## src/rtl/isa_pkg.sv

```systemverilog
package isa_pkg;

    localparam int INSTR_W    = 32;
    localparam int OPCODE_W   = 6;
    localparam int FUNCT_W    = 6;
    localparam int SHAMT_W    = 5;
    localparam int REG_ADDR_W = 5;

    typedef logic [INSTR_W-1:0]    instr_t;
    typedef logic [REG_ADDR_W-1:0] reg_addr_t;

    localparam reg_addr_t REG_ZERO = 5'd0;
    localparam reg_addr_t REG_RA   = 5'd31; // link register for jal

    // field view of an instruction word, R-type layout
    typedef struct packed {
        logic [OPCODE_W-1:0] opcode;
        reg_addr_t           rs;
        reg_addr_t           rt;
        reg_addr_t           rd;
        logic [SHAMT_W-1:0]  shamt;
        logic [FUNCT_W-1:0]  funct;
    } rtype_t;

    typedef enum logic [OPCODE_W-1:0] {
        OP_SPECIAL  = 6'h00,
        OP_J        = 6'h02,
        OP_JAL      = 6'h03,
        OP_BEQ      = 6'h04,
        OP_BNE      = 6'h05,
        OP_ADDI     = 6'h08,
        OP_ADDIU    = 6'h09,
        OP_SLTI     = 6'h0a,
        OP_ANDI     = 6'h0c,
        OP_ORI      = 6'h0d,
        OP_XORI     = 6'h0e,
        OP_LUI      = 6'h0f,
        OP_SPECIAL2 = 6'h1c,
        OP_LB       = 6'h20,
        OP_LH       = 6'h21,
        OP_LW       = 6'h23,
        OP_SB       = 6'h28,
        OP_SH       = 6'h29,
        OP_SW       = 6'h2b
    } opcode_e;

    typedef enum logic [FUNCT_W-1:0] {
        FN_SLL   = 6'h00,
        FN_SRL   = 6'h02,
        FN_SRA   = 6'h03,
        FN_JR    = 6'h08,
        FN_JALR  = 6'h09,
        FN_MFHI  = 6'h10,
        FN_MTHI  = 6'h11,
        FN_MFLO  = 6'h12,
        FN_MTLO  = 6'h13,
        FN_MULT  = 6'h18,
        FN_MULTU = 6'h19,
        FN_DIV   = 6'h1a,
        FN_DIVU  = 6'h1b,
        FN_ADD   = 6'h20,
        FN_ADDU  = 6'h21,
        FN_SUB   = 6'h22,
        FN_SUBU  = 6'h23,
        FN_AND   = 6'h24,
        FN_OR    = 6'h25,
        FN_XOR   = 6'h26,
        FN_NOR   = 6'h27,
        FN_SLT   = 6'h2a,
        FN_SLTU  = 6'h2b
    } funct_e;

    // SPECIAL2 functs overlap the SPECIAL ones, so they get their own type
    typedef enum logic [FUNCT_W-1:0] {
        S2_CLZ = 6'h20,
        S2_CLO = 6'h21
    } s2_funct_e;

    typedef enum logic [2:0] {
        CLS_NOP       = 3'd0,
        CLS_CALC_R    = 3'd1,
        CLS_CALC_I    = 3'd2,
        CLS_MEM_READ  = 3'd3,
        CLS_MEM_WRITE = 3'd4,
        CLS_BRANCH    = 3'd5,
        CLS_JUMP      = 3'd6,
        CLS_MULTDIV   = 3'd7
    } instr_class_e;

endpackage

```

## src/rtl/hazard_pkg.sv

```systemverilog
package hazard_pkg;

    // cycles until use / until the result exists
    typedef logic [1:0] tcycle_t;

    localparam tcycle_t TUSE_INF = 2'd3; // source never read
    localparam tcycle_t T_ZERO   = 2'd0;

    // one in-flight instruction as seen by the hazard logic
    typedef struct packed {
        isa_pkg::reg_addr_t dest; // zero when nothing is written
        tcycle_t            tnew; // cycles left until forwardable
        isa_pkg::reg_addr_t rs;
        isa_pkg::reg_addr_t rt;
    } stage_rec_t;

    localparam stage_rec_t REC_BUBBLE = '0;

    typedef enum logic [1:0] {
        FWD_REG = 2'd0, // register file value
        FWD_MEM = 2'd1, // result sitting in MEM
        FWD_WB  = 2'd2  // result sitting in WB
    } fwd_sel_e;

endpackage

```

## src/rtl/instr_classify.sv

```systemverilog
`timescale 1ns/100ps

module instr_classify (
    input  isa_pkg::instr_t       instr,
    output isa_pkg::instr_class_e iclass,
    output isa_pkg::reg_addr_t    rs,
    output isa_pkg::reg_addr_t    rt,
    output isa_pkg::reg_addr_t    dest
);
    import isa_pkg::*;

    rtype_t    f;
    opcode_e   op;
    funct_e    fn;
    s2_funct_e fn2;

    assign f   = rtype_t'(instr);
    assign op  = opcode_e'(f.opcode);
    assign fn  = funct_e'(f.funct);
    assign fn2 = s2_funct_e'(f.funct);

    assign rs = f.rs;
    assign rt = f.rt;

    always_comb begin
        iclass = CLS_NOP; // unknown words fall through to here
        case (op)
            OP_SPECIAL: begin
                case (fn)
                    FN_SLL, FN_SRL, FN_SRA,
                    FN_ADD, FN_ADDU, FN_SUB, FN_SUBU,
                    FN_AND, FN_OR, FN_XOR, FN_NOR,
                    FN_SLT, FN_SLTU:                     iclass = CLS_CALC_R;
                    FN_JR, FN_JALR:                      iclass = CLS_JUMP;
                    FN_MULT, FN_MULTU, FN_DIV, FN_DIVU,
                    FN_MFHI, FN_MFLO, FN_MTHI, FN_MTLO:  iclass = CLS_MULTDIV;
                    default:                             iclass = CLS_NOP;
                endcase
            end
            OP_SPECIAL2: begin
                if (fn2 == S2_CLZ || fn2 == S2_CLO) begin
                    iclass = CLS_CALC_R;
                end
            end
            OP_J, OP_JAL:                       iclass = CLS_JUMP;
            OP_BEQ, OP_BNE:                     iclass = CLS_BRANCH;
            OP_ADDI, OP_ADDIU, OP_SLTI, OP_ANDI,
            OP_ORI, OP_XORI, OP_LUI:            iclass = CLS_CALC_I;
            OP_LW, OP_LB, OP_LH:                iclass = CLS_MEM_READ;
            OP_SW, OP_SB, OP_SH:                iclass = CLS_MEM_WRITE;
            default:                            iclass = CLS_NOP;
        endcase
    end

    // destination register per class
    always_comb begin
        dest = REG_ZERO;
        case (iclass)
            CLS_CALC_R:              dest = f.rd;
            CLS_CALC_I, CLS_MEM_READ: dest = f.rt;
            CLS_JUMP: begin
                if (op == OP_JAL) begin
                    dest = REG_RA;
                end else if (op == OP_SPECIAL && fn == FN_JALR) begin
                    dest = f.rd;
                end
            end
            CLS_MULTDIV: begin
                if (fn == FN_MFHI || fn == FN_MFLO) begin
                    dest = f.rd; // only the moves from hi/lo write the gpr file
                end
            end
            default:                 dest = REG_ZERO;
        endcase
    end

endmodule

```

## src/rtl/tuse_tnew_table.sv

```systemverilog
`timescale 1ns/100ps

module tuse_tnew_table (
    input  isa_pkg::instr_t       instr,
    input  isa_pkg::instr_class_e iclass,
    output hazard_pkg::tcycle_t   tuse_rs,
    output hazard_pkg::tcycle_t   tuse_rt,
    output hazard_pkg::tcycle_t   tnew_id
);
    import isa_pkg::*;
    import hazard_pkg::*;

    rtype_t f;
    logic   is_special;
    logic   is_shift;
    logic   is_count; // clo / clz
    logic   is_lui;
    logic   is_link;
    logic   is_jreg;
    logic   is_mul_div;
    logic   is_mt;
    logic   is_mf;

    assign f          = rtype_t'(instr);
    assign is_special = opcode_e'(f.opcode) == OP_SPECIAL;

    assign is_shift   = is_special && (funct_e'(f.funct) inside {FN_SLL, FN_SRL, FN_SRA});
    assign is_count   = (opcode_e'(f.opcode) == OP_SPECIAL2)
                        && (s2_funct_e'(f.funct) inside {S2_CLZ, S2_CLO});
    assign is_lui     = opcode_e'(f.opcode) == OP_LUI;
    assign is_jreg    = is_special && (funct_e'(f.funct) inside {FN_JR, FN_JALR});
    assign is_link    = (opcode_e'(f.opcode) == OP_JAL)
                        || (is_special && funct_e'(f.funct) == FN_JALR);
    assign is_mul_div = is_special
                        && (funct_e'(f.funct) inside {FN_MULT, FN_MULTU, FN_DIV, FN_DIVU});
    assign is_mt      = is_special && (funct_e'(f.funct) inside {FN_MTHI, FN_MTLO});
    assign is_mf      = is_special && (funct_e'(f.funct) inside {FN_MFHI, FN_MFLO});

    always_comb begin
        tuse_rs = TUSE_INF;
        tuse_rt = TUSE_INF;
        tnew_id = T_ZERO;
        case (iclass)
            CLS_CALC_R: begin
                tuse_rs = is_shift ? TUSE_INF : 2'd1; // shamt form has no rs
                tuse_rt = is_count ? TUSE_INF : 2'd1;
                tnew_id = 2'd2;
            end
            CLS_CALC_I: begin
                tuse_rs = is_lui ? TUSE_INF : 2'd1;
                tnew_id = is_lui ? 2'd1 : 2'd2;
            end
            CLS_MEM_READ: begin
                tuse_rs = 2'd1; // address calc in EX
                tnew_id = 2'd3;
            end
            CLS_MEM_WRITE: begin
                tuse_rs = 2'd1;
                tuse_rt = 2'd2; // store data only needed in MEM
            end
            CLS_BRANCH: begin
                tuse_rs = 2'd0; // compared in ID
                tuse_rt = 2'd0;
            end
            CLS_JUMP: begin
                tuse_rs = is_jreg ? 2'd0 : TUSE_INF;
                tnew_id = is_link ? 2'd1 : T_ZERO; // pc+8 exists early
            end
            CLS_MULTDIV: begin
                if (is_mul_div) begin
                    tuse_rs = 2'd1;
                    tuse_rt = 2'd1;
                end else if (is_mt) begin
                    tuse_rs = 2'd1;
                end
                tnew_id = is_mf ? 2'd2 : T_ZERO;
            end
            default: begin
                tuse_rs = TUSE_INF;
                tuse_rt = TUSE_INF;
                tnew_id = T_ZERO;
            end
        endcase
    end

endmodule

```

## src/rtl/stage_tracker.sv

```systemverilog
`timescale 1ns/100ps

module stage_tracker (
    input  logic                   clk,
    input  logic                   rst,
    input  hazard_pkg::stage_rec_t id_rec,
    input  logic                   bubble, // stall from hazard_detect
    output hazard_pkg::stage_rec_t ex_rec,
    output hazard_pkg::stage_rec_t mem_rec,
    output hazard_pkg::stage_rec_t wb_rec
);
    import hazard_pkg::*;

    // one stage of progress, tnew saturates at zero
    function automatic stage_rec_t advance(input stage_rec_t r);
        stage_rec_t n;
        n = r;
        if (r.tnew != T_ZERO) begin
            n.tnew = r.tnew - 2'd1;
        end
        return n;
    endfunction

    always_ff @(posedge clk) begin
        if (rst) begin
            ex_rec  <= REC_BUBBLE;
            mem_rec <= REC_BUBBLE;
            wb_rec  <= REC_BUBBLE;
        end else begin
            // ID holds during a stall, EX gets the bubble
            ex_rec  <= bubble ? REC_BUBBLE : advance(id_rec);
            mem_rec <= advance(ex_rec);
            wb_rec  <= advance(mem_rec);
        end
    end

endmodule

```

## src/rtl/hazard_detect.sv

```systemverilog
`timescale 1ns/100ps

module hazard_detect (
    input  isa_pkg::instr_class_e  iclass,
    input  isa_pkg::reg_addr_t     rs,
    input  isa_pkg::reg_addr_t     rt,
    input  hazard_pkg::tcycle_t    tuse_rs,
    input  hazard_pkg::tcycle_t    tuse_rt,
    input  hazard_pkg::stage_rec_t ex_rec,
    input  hazard_pkg::stage_rec_t mem_rec,
    input  logic                   md_busy,
    output logic                   stall
);
    import isa_pkg::*;
    import hazard_pkg::*;

    logic stall_rs;
    logic stall_rt;
    logic stall_md;

    // producer in EX or MEM will not have its result in time
    function automatic logic src_stall(
        input reg_addr_t  src,
        input tcycle_t    tuse,
        input stage_rec_t ex_r,
        input stage_rec_t mem_r
    );
        logic late_ex;
        logic late_mem;
        late_ex  = (ex_r.dest == src) && (ex_r.tnew > tuse);
        late_mem = (mem_r.dest == src) && (mem_r.tnew > tuse);
        return (src != REG_ZERO) && (late_ex || late_mem);
    endfunction

    assign stall_rs = src_stall(rs, tuse_rs, ex_rec, mem_rec);
    assign stall_rt = src_stall(rt, tuse_rt, ex_rec, mem_rec);

    // hi/lo unit busy blocks every multdiv op in ID
    assign stall_md = (iclass == CLS_MULTDIV) && md_busy;

    assign stall = stall_rs || stall_rt || stall_md;

endmodule

```

## src/rtl/forward_select.sv

```systemverilog
`timescale 1ns/100ps

module forward_select (
    input  isa_pkg::reg_addr_t     rs_id,
    input  isa_pkg::reg_addr_t     rt_id,
    input  hazard_pkg::stage_rec_t ex_rec,
    input  hazard_pkg::stage_rec_t mem_rec,
    input  hazard_pkg::stage_rec_t wb_rec,
    output hazard_pkg::fwd_sel_e   fwd_rs_id, // branch comparator in ID
    output hazard_pkg::fwd_sel_e   fwd_rt_id,
    output hazard_pkg::fwd_sel_e   fwd_rs_ex, // ALU operands in EX
    output hazard_pkg::fwd_sel_e   fwd_rt_ex
);
    import isa_pkg::*;
    import hazard_pkg::*;

    // MEM checked before WB so the youngest ready result wins
    function automatic fwd_sel_e pick(
        input reg_addr_t  src,
        input stage_rec_t mem_r,
        input stage_rec_t wb_r
    );
        fwd_sel_e sel;
        sel = FWD_REG;
        if (src != REG_ZERO) begin
            if (mem_r.dest == src && mem_r.tnew == T_ZERO) begin
                sel = FWD_MEM;
            end else if (wb_r.dest == src && wb_r.tnew == T_ZERO) begin
                sel = FWD_WB;
            end
        end
        return sel;
    endfunction

    assign fwd_rs_id = pick(rs_id, mem_rec, wb_rec);
    assign fwd_rt_id = pick(rt_id, mem_rec, wb_rec);

    // sources of the instruction now in EX travel in its record
    assign fwd_rs_ex = pick(ex_rec.rs, mem_rec, wb_rec);
    assign fwd_rt_ex = pick(ex_rec.rt, mem_rec, wb_rec);

endmodule

```

## src/rtl/pipeline_control.sv

```systemverilog
`timescale 1ns/100ps

module pipeline_control (
    input  logic                 clk,
    input  logic                 rst,
    input  logic                 md_busy,
    input  isa_pkg::instr_t      instr_id,
    output logic                 stall_pc,
    output logic                 stall_id,
    output logic                 flush_ex,
    output hazard_pkg::fwd_sel_e fwd_rs_id,
    output hazard_pkg::fwd_sel_e fwd_rt_id,
    output hazard_pkg::fwd_sel_e fwd_rs_ex,
    output hazard_pkg::fwd_sel_e fwd_rt_ex
);
    import isa_pkg::*;
    import hazard_pkg::*;

    instr_class_e iclass;
    reg_addr_t    rs;
    reg_addr_t    rt;
    reg_addr_t    dest;
    tcycle_t      tuse_rs;
    tcycle_t      tuse_rt;
    tcycle_t      tnew_id;
    stage_rec_t   id_rec;
    stage_rec_t   ex_rec;
    stage_rec_t   mem_rec;
    stage_rec_t   wb_rec;
    logic         stall;

    instr_classify u_classify (
        .instr  (instr_id),
        .iclass (iclass),
        .rs     (rs),
        .rt     (rt),
        .dest   (dest)
    );

    tuse_tnew_table u_table (
        .instr   (instr_id),
        .iclass  (iclass),
        .tuse_rs (tuse_rs),
        .tuse_rt (tuse_rt),
        .tnew_id (tnew_id)
    );

    // record of the instruction in ID, enters EX next edge
    assign id_rec = '{dest: dest, tnew: tnew_id, rs: rs, rt: rt};

    stage_tracker u_tracker (
        .clk     (clk),
        .rst     (rst),
        .id_rec  (id_rec),
        .bubble  (stall),
        .ex_rec  (ex_rec),
        .mem_rec (mem_rec),
        .wb_rec  (wb_rec)
    );

    hazard_detect u_detect (
        .iclass  (iclass),
        .rs      (rs),
        .rt      (rt),
        .tuse_rs (tuse_rs),
        .tuse_rt (tuse_rt),
        .ex_rec  (ex_rec),
        .mem_rec (mem_rec),
        .md_busy (md_busy),
        .stall   (stall)
    );

    forward_select u_forward (
        .rs_id     (rs),
        .rt_id     (rt),
        .ex_rec    (ex_rec),
        .mem_rec   (mem_rec),
        .wb_rec    (wb_rec),
        .fwd_rs_id (fwd_rs_id),
        .fwd_rt_id (fwd_rt_id),
        .fwd_rs_ex (fwd_rs_ex),
        .fwd_rt_ex (fwd_rt_ex)
    );

    // freeze PC and ID, flush EX, all on the one level
    assign stall_pc = stall;
    assign stall_id = stall;
    assign flush_ex = stall;

endmodule

```

## config.mk

```make
export PLATFORM = sky130hd
export DESIGN_NAME = pipeline_control
export DESIGN_NICKNAME = d
export VERILOG_FILES = /design/src/rtl/isa_pkg.sv /design/src/rtl/hazard_pkg.sv /design/src/rtl/instr_classify.sv /design/src/rtl/tuse_tnew_table.sv /design/src/rtl/stage_tracker.sv /design/src/rtl/hazard_detect.sv /design/src/rtl/forward_select.sv /design/src/rtl/pipeline_control.sv
export SDC_FILE = /design/constraint.sdc
export NUM_CORES = 1
export LEC_CHECK = 0
export BUFFER_PORTS_ARGS = -buffer_cell sky130_fd_sc_hd__buf_4
export CORE_ASPECT_RATIO = 0.8
export CORE_MARGIN = 10
export CORE_UTILIZATION = 59
export CTS_CLUSTER_DIAMETER = 50
export DETAILED_ROUTE_END_ITERATION = 10
export GPL_ROUTABILITY_DRIVEN = 0
export PLACE_DENSITY_LB_ADDON = 0.08
export SLEW_MARGIN = 10
export SYNTH_ARGS = -nofsm -noshare
export SYNTH_HDL_FRONTEND = slang
export SYNTH_HIERARCHICAL = 1
export SYNTH_SLANG_ARGS = --single-unit
```

## constraint.sdc

```tcl
create_clock -name clk -period 4.6 [get_ports clk]
set_clock_uncertainty 0.05 [all_clocks]
set_input_delay 0.46 -clock clk [delete_from_list [all_inputs] [get_ports clk]]
set_output_delay 0.46 -clock clk [all_outputs]
set_load 0.1 [all_outputs]
```

==> results of run 1 <==
## worst max path at each step
| stage | start | endpoint | slack [ns] | cells past startpoint |
|---|---|---|---|---|
| 6_report | instr_id[27] | stall_pc | 0.31 | 16 |
| 5_1_grt | instr_id[29] | flush_ex | 0.1 | 16 |
| 4_1_cts | instr_id[27] | flush_ex | 0.35 | 16 |
| 3_5_place_dp | instr_id[27] | flush_ex | 0.42 | 16 |
| 3_3_place_gp | instr_id[27] | flush_ex | 0.41 | 16 |
| 2_1_floorplan | instr_id[29] | stall_id | 0.18 | 18 |
## state kept, by name (all words and copies together), names as in the netlist
register,flops
u_tracker/ex_rec,17
u_tracker/mem_rec,7
u_tracker/wb_rec,7
## placed cells by master, fill, tap and decap left out, drive strengths merged, types with 11 or more instances in the layout
master	instances
dfxtp	31
nor2b	13
xor2	23
buf	44
nor4	11
xnor2	38
nor2	17
nor3b	18
o21ai	11
nand2	12
## metal layers
layer	vias up	wire, microns	GRT usage (%)
li1	1187	-	-
met1	1140	3469	25.72
met2	69	3138	28.27
met3	4	398	4.055
met4	0	23	3.478
met5	-	0	0
## cell type report
cell class	instances	share of cell area, %
Sequential cell	31	19.90
Inverter	10	1.204
Tap cell	60	2.408
Multi-Input combinational cell	248	61.64
Clock inverter	2	1.926
Clock buffer	6	2.327
Timing Repair Buffer	44	10.59
## through the flow
stage	setup slack (ns)	std cells	total power, mW	hold WS (ns)	util (%)
global placement	0.4143	393	0.4863	0.3945	65.33
global route	0.09702	401	0.8375	0.4497	68.24
finish	0.3126	401	0.8063	0.4358	68.24
floorplan	0.1830	319	0.4388	0.3618	-
detailed placement	0.4165	393	0.4903	0.4292	65.33
CTS	0.3506	401	0.8075	0.4387	68.24
## worst max-delay path: cells and delay by family
family	cells	cell delay [ns]
compound gates	3	0.70
simple gates	9	1.81
buf+inv	3	0.51
fa+ha+maj	1	0.30
## power by group
part	switching (mW)	internal, mW
clock network	0.104	0.216
registers	0.0131	0.278
logic	0.117	0.0787
total	0.234	0.573
==> metrics.txt, run 1 <==
port bufs=40; Final min period=roughly 4.3 ns; reg2reg end=u_tracker/ex_rec[11]$_SDFF_PP0_; total die area=~8000 sq um; gr ovfl total=0; RSZ-0062 raised after global routing=false; CP Cell Sequence=buf_4 > or2_1 > o221ai_1 > nand2_1 > or4_1 > nor2_1 > a32oi_1 > nand3_1 > inv_1 > ha_1 > nand2_1 > nand4_1 > nor4_1 > o22ai_1 > nand3_2 > buf_4; Area Growth Syn to Fin=12.61%; CTS root buf=clkbuf_8; Fillers=405; Clk Latency, worst-skew pair=roughly 0.28 ns; final instance area=between 3000 and 4000 sq um; Slew headroom=between 40% and 50%; final antenna-violating net count=0; setup slack, reg-to-reg=approximately 2.4 ns; CTS Sinks=31; die height=a little over 80 microns; Post-Route Setup TNS=0 ns; startpoint type of the worst setup path=input pin; Slew Limit Fails=0; Post-CTS Resized=0; Setup crit end kind=primary output; TritonCTS clock tree=built; power per cell area=258.6 nW/um^2; DP HPWL=5336 microns; highest clock rate=approximately 230 MHz; drt drc=0; largest stage delay on the critical path=0.54 ns; min-delay src=u_tracker/ex_rec[10]$_SDFF_PP0_; area of the core=between 4000 and 5000 sq um; arrival time worst endpoint=3.78 ns; boundary pin count=46; All-Layer GR Usage=18.38%; worst r2r src=u_tracker/mem_rec[10]$_SDFF_PP0_; routed len/inst=~18 microns; final WL=between 7000 and 8000 microns; maxcap violations=0; Iter 0 DRT Violations=approximately 160; dpl cell area=between 2000 and 3000 sq um; crit path kind=input pin to primary output; first-pass GRT wire length=approximately 12000 microns; hold_buf cts=0; CTS clk-pin slew, worst paths=approximately 0.070 ns; count of final setup violators=0; die width=~97 microns; postcts setup bufs=0; Worst Hold Path EP=u_tracker/mem_rec[10]$_SDFF_PP0_; Rows=22; largest net degree at the start of global routing=32; status=complete, no violations; Hold Vio Cnt, Final=0; Static Leak=1.226 nW; Synth Cell Area=between 2000 and 3000 sq um; Crit path required time=4.09 ns; HP Class=flip-flop to flip-flop; average size of a mapped cell=8.680 sq um; Tightest Pin Transition=0.7748 ns; Num CTS Buffers=5; Max FO, Critical Path=12; cells on worst reg2reg path=9; number of antenna violations at the first check in global routing=0; drt first pass iters=4; initial core utilization=between 60% and 70%; layout cells sized above 1=21.99%; final critical-path share of the clock period=between 90 and 100%; Vias=2400; CP max-delay cell=or4_1; Ys Warns=6; Hold Crit Depth=1; Mapped Nets=between 300 and 400; Mapped Cells=319; Ant. Diodes=0; Longest Clk Path Bufs=2; register area=just over 600 sq um; Layout Nets=around 380; H-tree levels=2; maximum VDD drop=0.2140 mV; area occupied by multi-input gates=between 1500 and 2000 sq um; Vias/cell=around 6; vias in the first global route=~2400
No activity file was read; power rests on OpenSTA's default activity.
==> run 2, diff against run 1 <==
Settings changed: CORE_UTILIZATION 59 to 55.
==> run 2 against run 1 <==
  * Highest routed layer unchanged
  * Global-route usage decreased by 1.2 points
  * Register-to-register slack improved by 0.02 ns
  * Clock power about the same
  * Sequential power about the same
  * Design area about the same
==> metrics.txt, run 2 (synthesis results as in run 1) <==
status=complete, no violations; Hold Vio Cnt, Final=0 (unchanged); min-delay src=u_tracker/ex_rec[10]$_SDFF_PP0_; count of final setup violators=0 (unchanged); die width=99.33 microns (+2.8%); Ant. Diodes=0 (unchanged); CTS clk-pin slew, worst paths=0.06 ns (about the same); Tightest Pin Transition=0.7250 ns (-0.04979 ns); Worst Setup Slack post-DPL=0.3730 ns (-0.04356 ns); layout cells sized above 1=21.99% (unchanged); first-pass GRT wire length=12060 microns (+3.7%); Top Usage Layer GRT=met2; routed len/inst=17.64 microns (+0.64%); drt drc=0 (unchanged); drt first pass iters=4 (unchanged); Setup crit end kind=primary output; Max FO, Critical Path=12 (unchanged); Final min period=4.315 ns (+0.02787 ns); Post-Route Setup TNS=0 ns (unchanged); CP Cell Sequence=buf_4 > or2_1 > o221ai_1 > nand2_1 > or4_1 > nor2_1 > a32oi_1 > nand3_1 > inv_1 > ha_1 > nand2_1 > nand4_1 > nor4_1 > o22ai_1 > nand3_2 > buf_4; Longest Clk Path Bufs=2 (unchanged); CP max-delay cell=or4_1; largest net degree at the start of global routing=32 (unchanged); H-tree levels=2 (unchanged); crit path from=instr_id[27]; crit path kind=input pin to primary output; hold_buf cts=0 (unchanged); largest stage delay on the critical path=0.53 ns (about the same); Crit path required time=4.09 ns (about the same); Slew Limit Fails=0 (unchanged); DP HPWL=5308 microns (-0.54%); initial core utilization=55.94% (-4.7 points); power per cell area=258.4 nW/um^2 (about the same); postcts setup bufs=0 (unchanged); number of antenna violations at the first check in global routing=0 (unchanged); Hold Crit Depth=1 (unchanged); WHS=0.4184 ns (-0.01741 ns); Top reg by flops=u_tracker/ex_rec; Static Leak=1.226 nW (unchanged); final critical-path share of the clock period=93.81% (+0.61 points); most frequent cells in the layout=buf_4, xnor2_1, dfxtp_1; vias in the first global route=2421 (+2.7%); maxcap violations=0 (unchanged); Largest regs=u_tracker/ex_rec x17, u_tracker/mem_rec x7, u_tracker/wb_rec x7; CTS root buf=clkbuf_8; non-filler cells, final=403 (+0.50%); TritonCTS clock tree=built; die height=83.46 microns (+2.7%); Placed Cells=395 (+0.51%); port bufs=40 (unchanged); RSZ-0062 raised after global routing=false; Area Growth Syn to Fin=12.70% (about the same); worst r2r src=u_tracker/mem_rec[10]$_SDFF_PP0_; gr ovfl total=0 (unchanged); Vias=2428 (+1.2%); Iter 0 DRT Violations=110 (-29%); CTS Sinks=31 (unchanged); cells on worst reg2reg path=9 (unchanged); PnR worst setup slack=0.2847 ns (-0.02787 ns); HP Class=flip-flop to flip-flop; Vias/cell=6.025 (+0.66%); Post-CTS Resized=0 (unchanged); Rows=23 (+4.5%); area of the core=4950 sq um (+8.3%); Layout Nets=383 (unchanged); GR Util met2=26.24% (-2.0 points); most common cell after layout, fill and taps aside=buf_4; final WL=7109 microns (+1.1%); final instance area=3120 sq um (about the same); startpoint type of the worst setup path=input pin; Slew headroom=51.22% (+3.3 points); final antenna-violating net count=0 (unchanged); Clk Latency, worst-skew pair=0.28 ns (about the same); Num CTS Buffers=5 (unchanged); arrival time worst endpoint=3.81 ns (+0.03 ns); maximum VDD drop=0.1981 mV (-7.4%); boundary pin count=46 (unchanged); dpl cell area=2988 sq um (about the same); routing usage on met1=23.70% (-2.0 points); Fillers=464 (+15%); met3 usage in global routing=4.139% (+0.084 points); highest clock rate=231.7 MHz (-0.65%); total die area=8290 sq um (+5.6%); All-Layer GR Usage=17.16% (-1.2 points); max reg flops=17 (unchanged)
[run 2: cell counts in the layout (fill, tap and decap cells not counted)]
Identical to the previous run, type by type.
[run 2: per-layer routing]
| layer | wire (microns) | up-vias |
|---|---|---|
| li1 | - | 1184 |
| met1 | 3612 | 1177 |
| met4 | 53 | 0 |
| met5 | 0 | - |
| met2 | 3071 | 61 |
| met3 | 372 | 6 |
[run 2: path summary, 6_finish.rpt]
kind / endpoint / slack (ns)
worst max-delay path: flush_ex / 0.28
worst min register to register: u_tracker/mem_rec[10]$_SDFF_PP0_ / 0.42
worst min-delay path: u_tracker/mem_rec[10]$_SDFF_PP0_ / 0.42
worst max register to register: u_tracker/ex_rec[11]$_SDFF_PP0_ / 2.42
[run 2: area by class of cell]
class / instances / area, sq um / area share, %
clock buffers: 6 / 72.57 / 2.326
clock inverters: 2 / 60.06 / 1.925
inverters: 10 / 37.54 / 1.203
multi-input cells: 248 / 1922 / 61.59
flip-flops and latches: 31 / 620.6 / 19.89
well taps: 62 / 77.57 / 2.486
repair buffers: 44 / 330.3 / 10.59
[run 2: where the power goes]
part / switching (mW) / internal, mW / leakage (nW)
clock network: 0.103 / 0.217 / 0.0654
registers: 0.0134 / 0.278 / 0.253
logic: 0.117 / 0.0786 / 0.907
total: 0.234 / 0.573 / 1.23
[run 2: critical path, delay by kind of cell]
kind,cells,cell delay (ns)
adder cells (fa/ha/maj),1,0.31
buffers and inverters,3,0.52
AO/OA/AOI/OAI,3,0.73
AND/OR/NAND/NOR,9,1.77
[run 2: through the flow]
step	power [mW]	util [%]
after floorplan	0.4388	-
after global placement	0.4875	60.36
after detailed placement	0.4903	60.36
after CTS	0.8088	63.04
after global routing	0.8383	63.04
final	0.8063	63.04
==> run 3, diff against run 2 <==
--- a/config.mk
+++ b/config.mk
@@ -10,4 +10,5 @@
 export CORE_MARGIN = 10
 export CORE_UTILIZATION = 55
+export CTS_BUF_LIST = sky130_fd_sc_hd__clkbuf_4
 export CTS_CLUSTER_DIAMETER = 50
 export DETAILED_ROUTE_END_ITERATION = 10
--- a/constraint.sdc
+++ b/constraint.sdc
@@ -3,3 +3,3 @@
 set_input_delay 0.46 -clock clk [delete_from_list [all_inputs] [get_ports clk]]
 set_output_delay 0.46 -clock clk [all_outputs]
-set_load 0.1 [all_outputs]
+set_load 0.02 [all_outputs]
==> run 3 against run 2 <==
  * Setup slack gained 0.18 ns
  * Design area decreased by 1.8%
  * Clock power shrank 32%
  * Cell count did not move
  * First-iteration DRC count stayed put
  * Total power shrank 16%
==> metrics.txt, run 3 (synthesis results as in run 1) <==
status=complete, no violations; cells on worst reg2reg path=7 (-2); CTS root buf=clkbuf_4; Slew headroom=49.10% (-2.1 points); maximum VDD drop=0.2217 mV (+12%); Clk Latency, worst-skew pair=0.34 ns (+0.06 ns); first-pass GRT wire length=11870 microns (-1.6%); Post-Route Setup TNS=0 ns (unchanged); Placed Cells=395 (unchanged); TritonCTS clock tree=built; Ant. Diodes=0 (unchanged); drt first pass iters=4 (unchanged); layout cells sized above 1=21.99% (unchanged); Rows=23 (unchanged); Hold Vio Cnt, Final=0 (unchanged); Slew Limit Fails=0 (unchanged); number of antenna violations at the first check in global routing=0 (unchanged); hold_buf cts=0 (unchanged); power per cell area=221.0 nW/um^2 (-14%); CTS Sinks=31 (unchanged); initial core utilization=55.94% (unchanged); arrival time worst endpoint=3.62 ns (-0.19 ns); Iter 0 DRT Violations=110 (unchanged); Largest regs=u_tracker/ex_rec x17, u_tracker/mem_rec x7, u_tracker/wb_rec x7; worst r2r src=u_tracker/mem_rec[15]$_SDFF_PP0_; maxcap violations=0 (unchanged); Num CTS Buffers=5 (unchanged); Longest Clk Path Bufs=2 (unchanged); largest net degree at the start of global routing=32 (unchanged); Fillers=461 (-0.65%); most common cell after layout, fill and taps aside=buf_4; routed len/inst=17.46 microns (-1.0%); area of the core=4950 sq um (unchanged); die height=83.46 microns (unchanged); Setup crit end kind=primary output; Post-CTS Resized=0 (unchanged); H-tree levels=2 (unchanged); crit path kind=input pin to primary output; Layout Nets=383 (unchanged); startpoint type of the worst setup path=input pin; final WL=7037 microns (-1.0%); HP Class=input pin to flip-flop; setup slack, reg-to-reg=2.39 ns (-0.03 ns); crit path from=instr_id[27]; reg2reg end=u_tracker/ex_rec[11]$_SDFF_PP0_; final antenna-violating net count=0 (unchanged); DP HPWL=5371 microns (+1.2%); Vias/cell=5.988 (-0.62%); Crit path required time=4.09 ns (about the same); non-filler cells, final=403 (unchanged); final critical-path share of the clock period=89.84% (-4.0 points); Tightest Pin Transition=0.7566 ns (+0.03159 ns); All-Layer GR Usage=17.10% (-0.059 points); Vias=2413 (-0.62%); count of final setup violators=0 (unchanged); vias in the first global route=2408 (-0.54%); die width=99.33 microns (unchanged); Critical Path End=stall_pc; RSZ-0062 raised after global routing=false; Static Leak=1.199 nW (-2.2%); max reg flops=17 (unchanged); Hold Crit Depth=2 (+1); Area Growth Syn to Fin=10.66%; most frequent cells in the layout=buf_4, xnor2_1, dfxtp_1; Final min period=4.133 ns (-0.1824 ns); total die area=8290 sq um (unchanged); Top reg by flops=u_tracker/ex_rec; highest clock rate=242.0 MHz (+4.4%); gr ovfl total=0 (unchanged); drt drc=0 (unchanged); boundary pin count=46 (unchanged); port bufs=40 (unchanged); postcts setup bufs=0 (unchanged); CTS clk-pin slew, worst paths=0.11 ns (+0.05 ns); Max FO, Critical Path=12 (unchanged)
## run 3: cell count changes in the layout (fill, tap and decap cells not counted)
cell       before  now
bufinv_16       2    1
clkbuf_8        5    0
clkbuf_4        0    5
clkinv_4        0    1
clkinv_2        0    1
nand3_2         1    0
nand3_1         8    9
clkbuf_1        1    0
## run 3: metal layers
metal	global-route usage, %	up-vias	wire (microns)
li1	-	1186	-
met1	23.53	1178	3555
met2	26.89	44	3169
met3	3.311	5	267
met4	3.121	0	44
met5	0	-	0
## run 3: worst max-delay path, cell delays in order
cell,delay [ns]
buf_4,0.16
or2_1,0.26
o221ai_1,0.39
nand2_1,0.14
or4_1,0.52
nor2_1,0.16
a32oi_1,0.13
nand3_1,0.08
inv_1,0.06
ha_1,0.31
nand2_1,0.07
nand4_1,0.09
nor4_1,0.29
o22ai_1,0.16
nand3_1,0.18
buf_4,0.17
## run 3: area by class of cell
type / instances / area [sq um] / area share (%)
inverter: 10 / 37.54 / 1.225
multi-input combinational: 248 / 1917 / 62.56
tap: 62 / 77.57 / 2.532
timing repair buffer: 44 / 330.3 / 10.78
sequential: 31 / 620.6 / 20.25
clock buffer: 5 / 37.54 / 1.225
clock inverter: 3 / 43.79 / 1.429
## run 3: report_power, final
part           total (mW)  internal, mW  switching [mW]
clock               0.218         0.114           0.104
combinational       0.168        0.0786          0.0894
sequential          0.291         0.277          0.0132
total               0.677         0.470           0.207
## run 3: stage by stage
| stage | util (%) | total power [mW] | instance area [sq um] | worst slack [ns] | hold slack [ns] |
|---|---|---|---|---|---|
| after floorplan | - | 0.4114 | 2769 | 0.5541 | 0.3618 |
| after global placement | 60.26 | 0.4602 | 2983 | 0.4798 | 0.3970 |
| after detailed placement | 60.26 | 0.4634 | 2983 | 0.4956 | 0.3985 |
| after CTS | 61.91 | 0.6826 | 3064 | 0.4934 | 0.3785 |
| after global routing | 61.91 | 0.7113 | 3064 | 0.2100 | 0.3851 |
| final | 61.91 | 0.6771 | 3064 | 0.4671 | 0.3873 |
## run 3: how the worst min path moves through the flow
stage / startpoint / to / slack [ns]
6_report: instr_id[25] / u_tracker/ex_rec[9]$_SDFF_PP0_ / 0.39
3_5_place_dp: u_tracker/ex_rec[10]$_SDFF_PP0_ / u_tracker/mem_rec[10]$_SDFF_PP0_ / 0.40
3_3_place_gp: u_tracker/ex_rec[10]$_SDFF_PP0_ / u_tracker/mem_rec[10]$_SDFF_PP0_ / 0.40
2_1_floorplan: u_tracker/ex_rec[10]$_SDFF_PP0_ / u_tracker/mem_rec[10]$_SDFF_PP0_ / 0.36
5_1_grt: instr_id[19] / u_tracker/ex_rec[3]$_SDFF_PP0_ / 0.39
4_1_cts: instr_id[25] / u_tracker/ex_rec[9]$_SDFF_PP0_ / 0.38
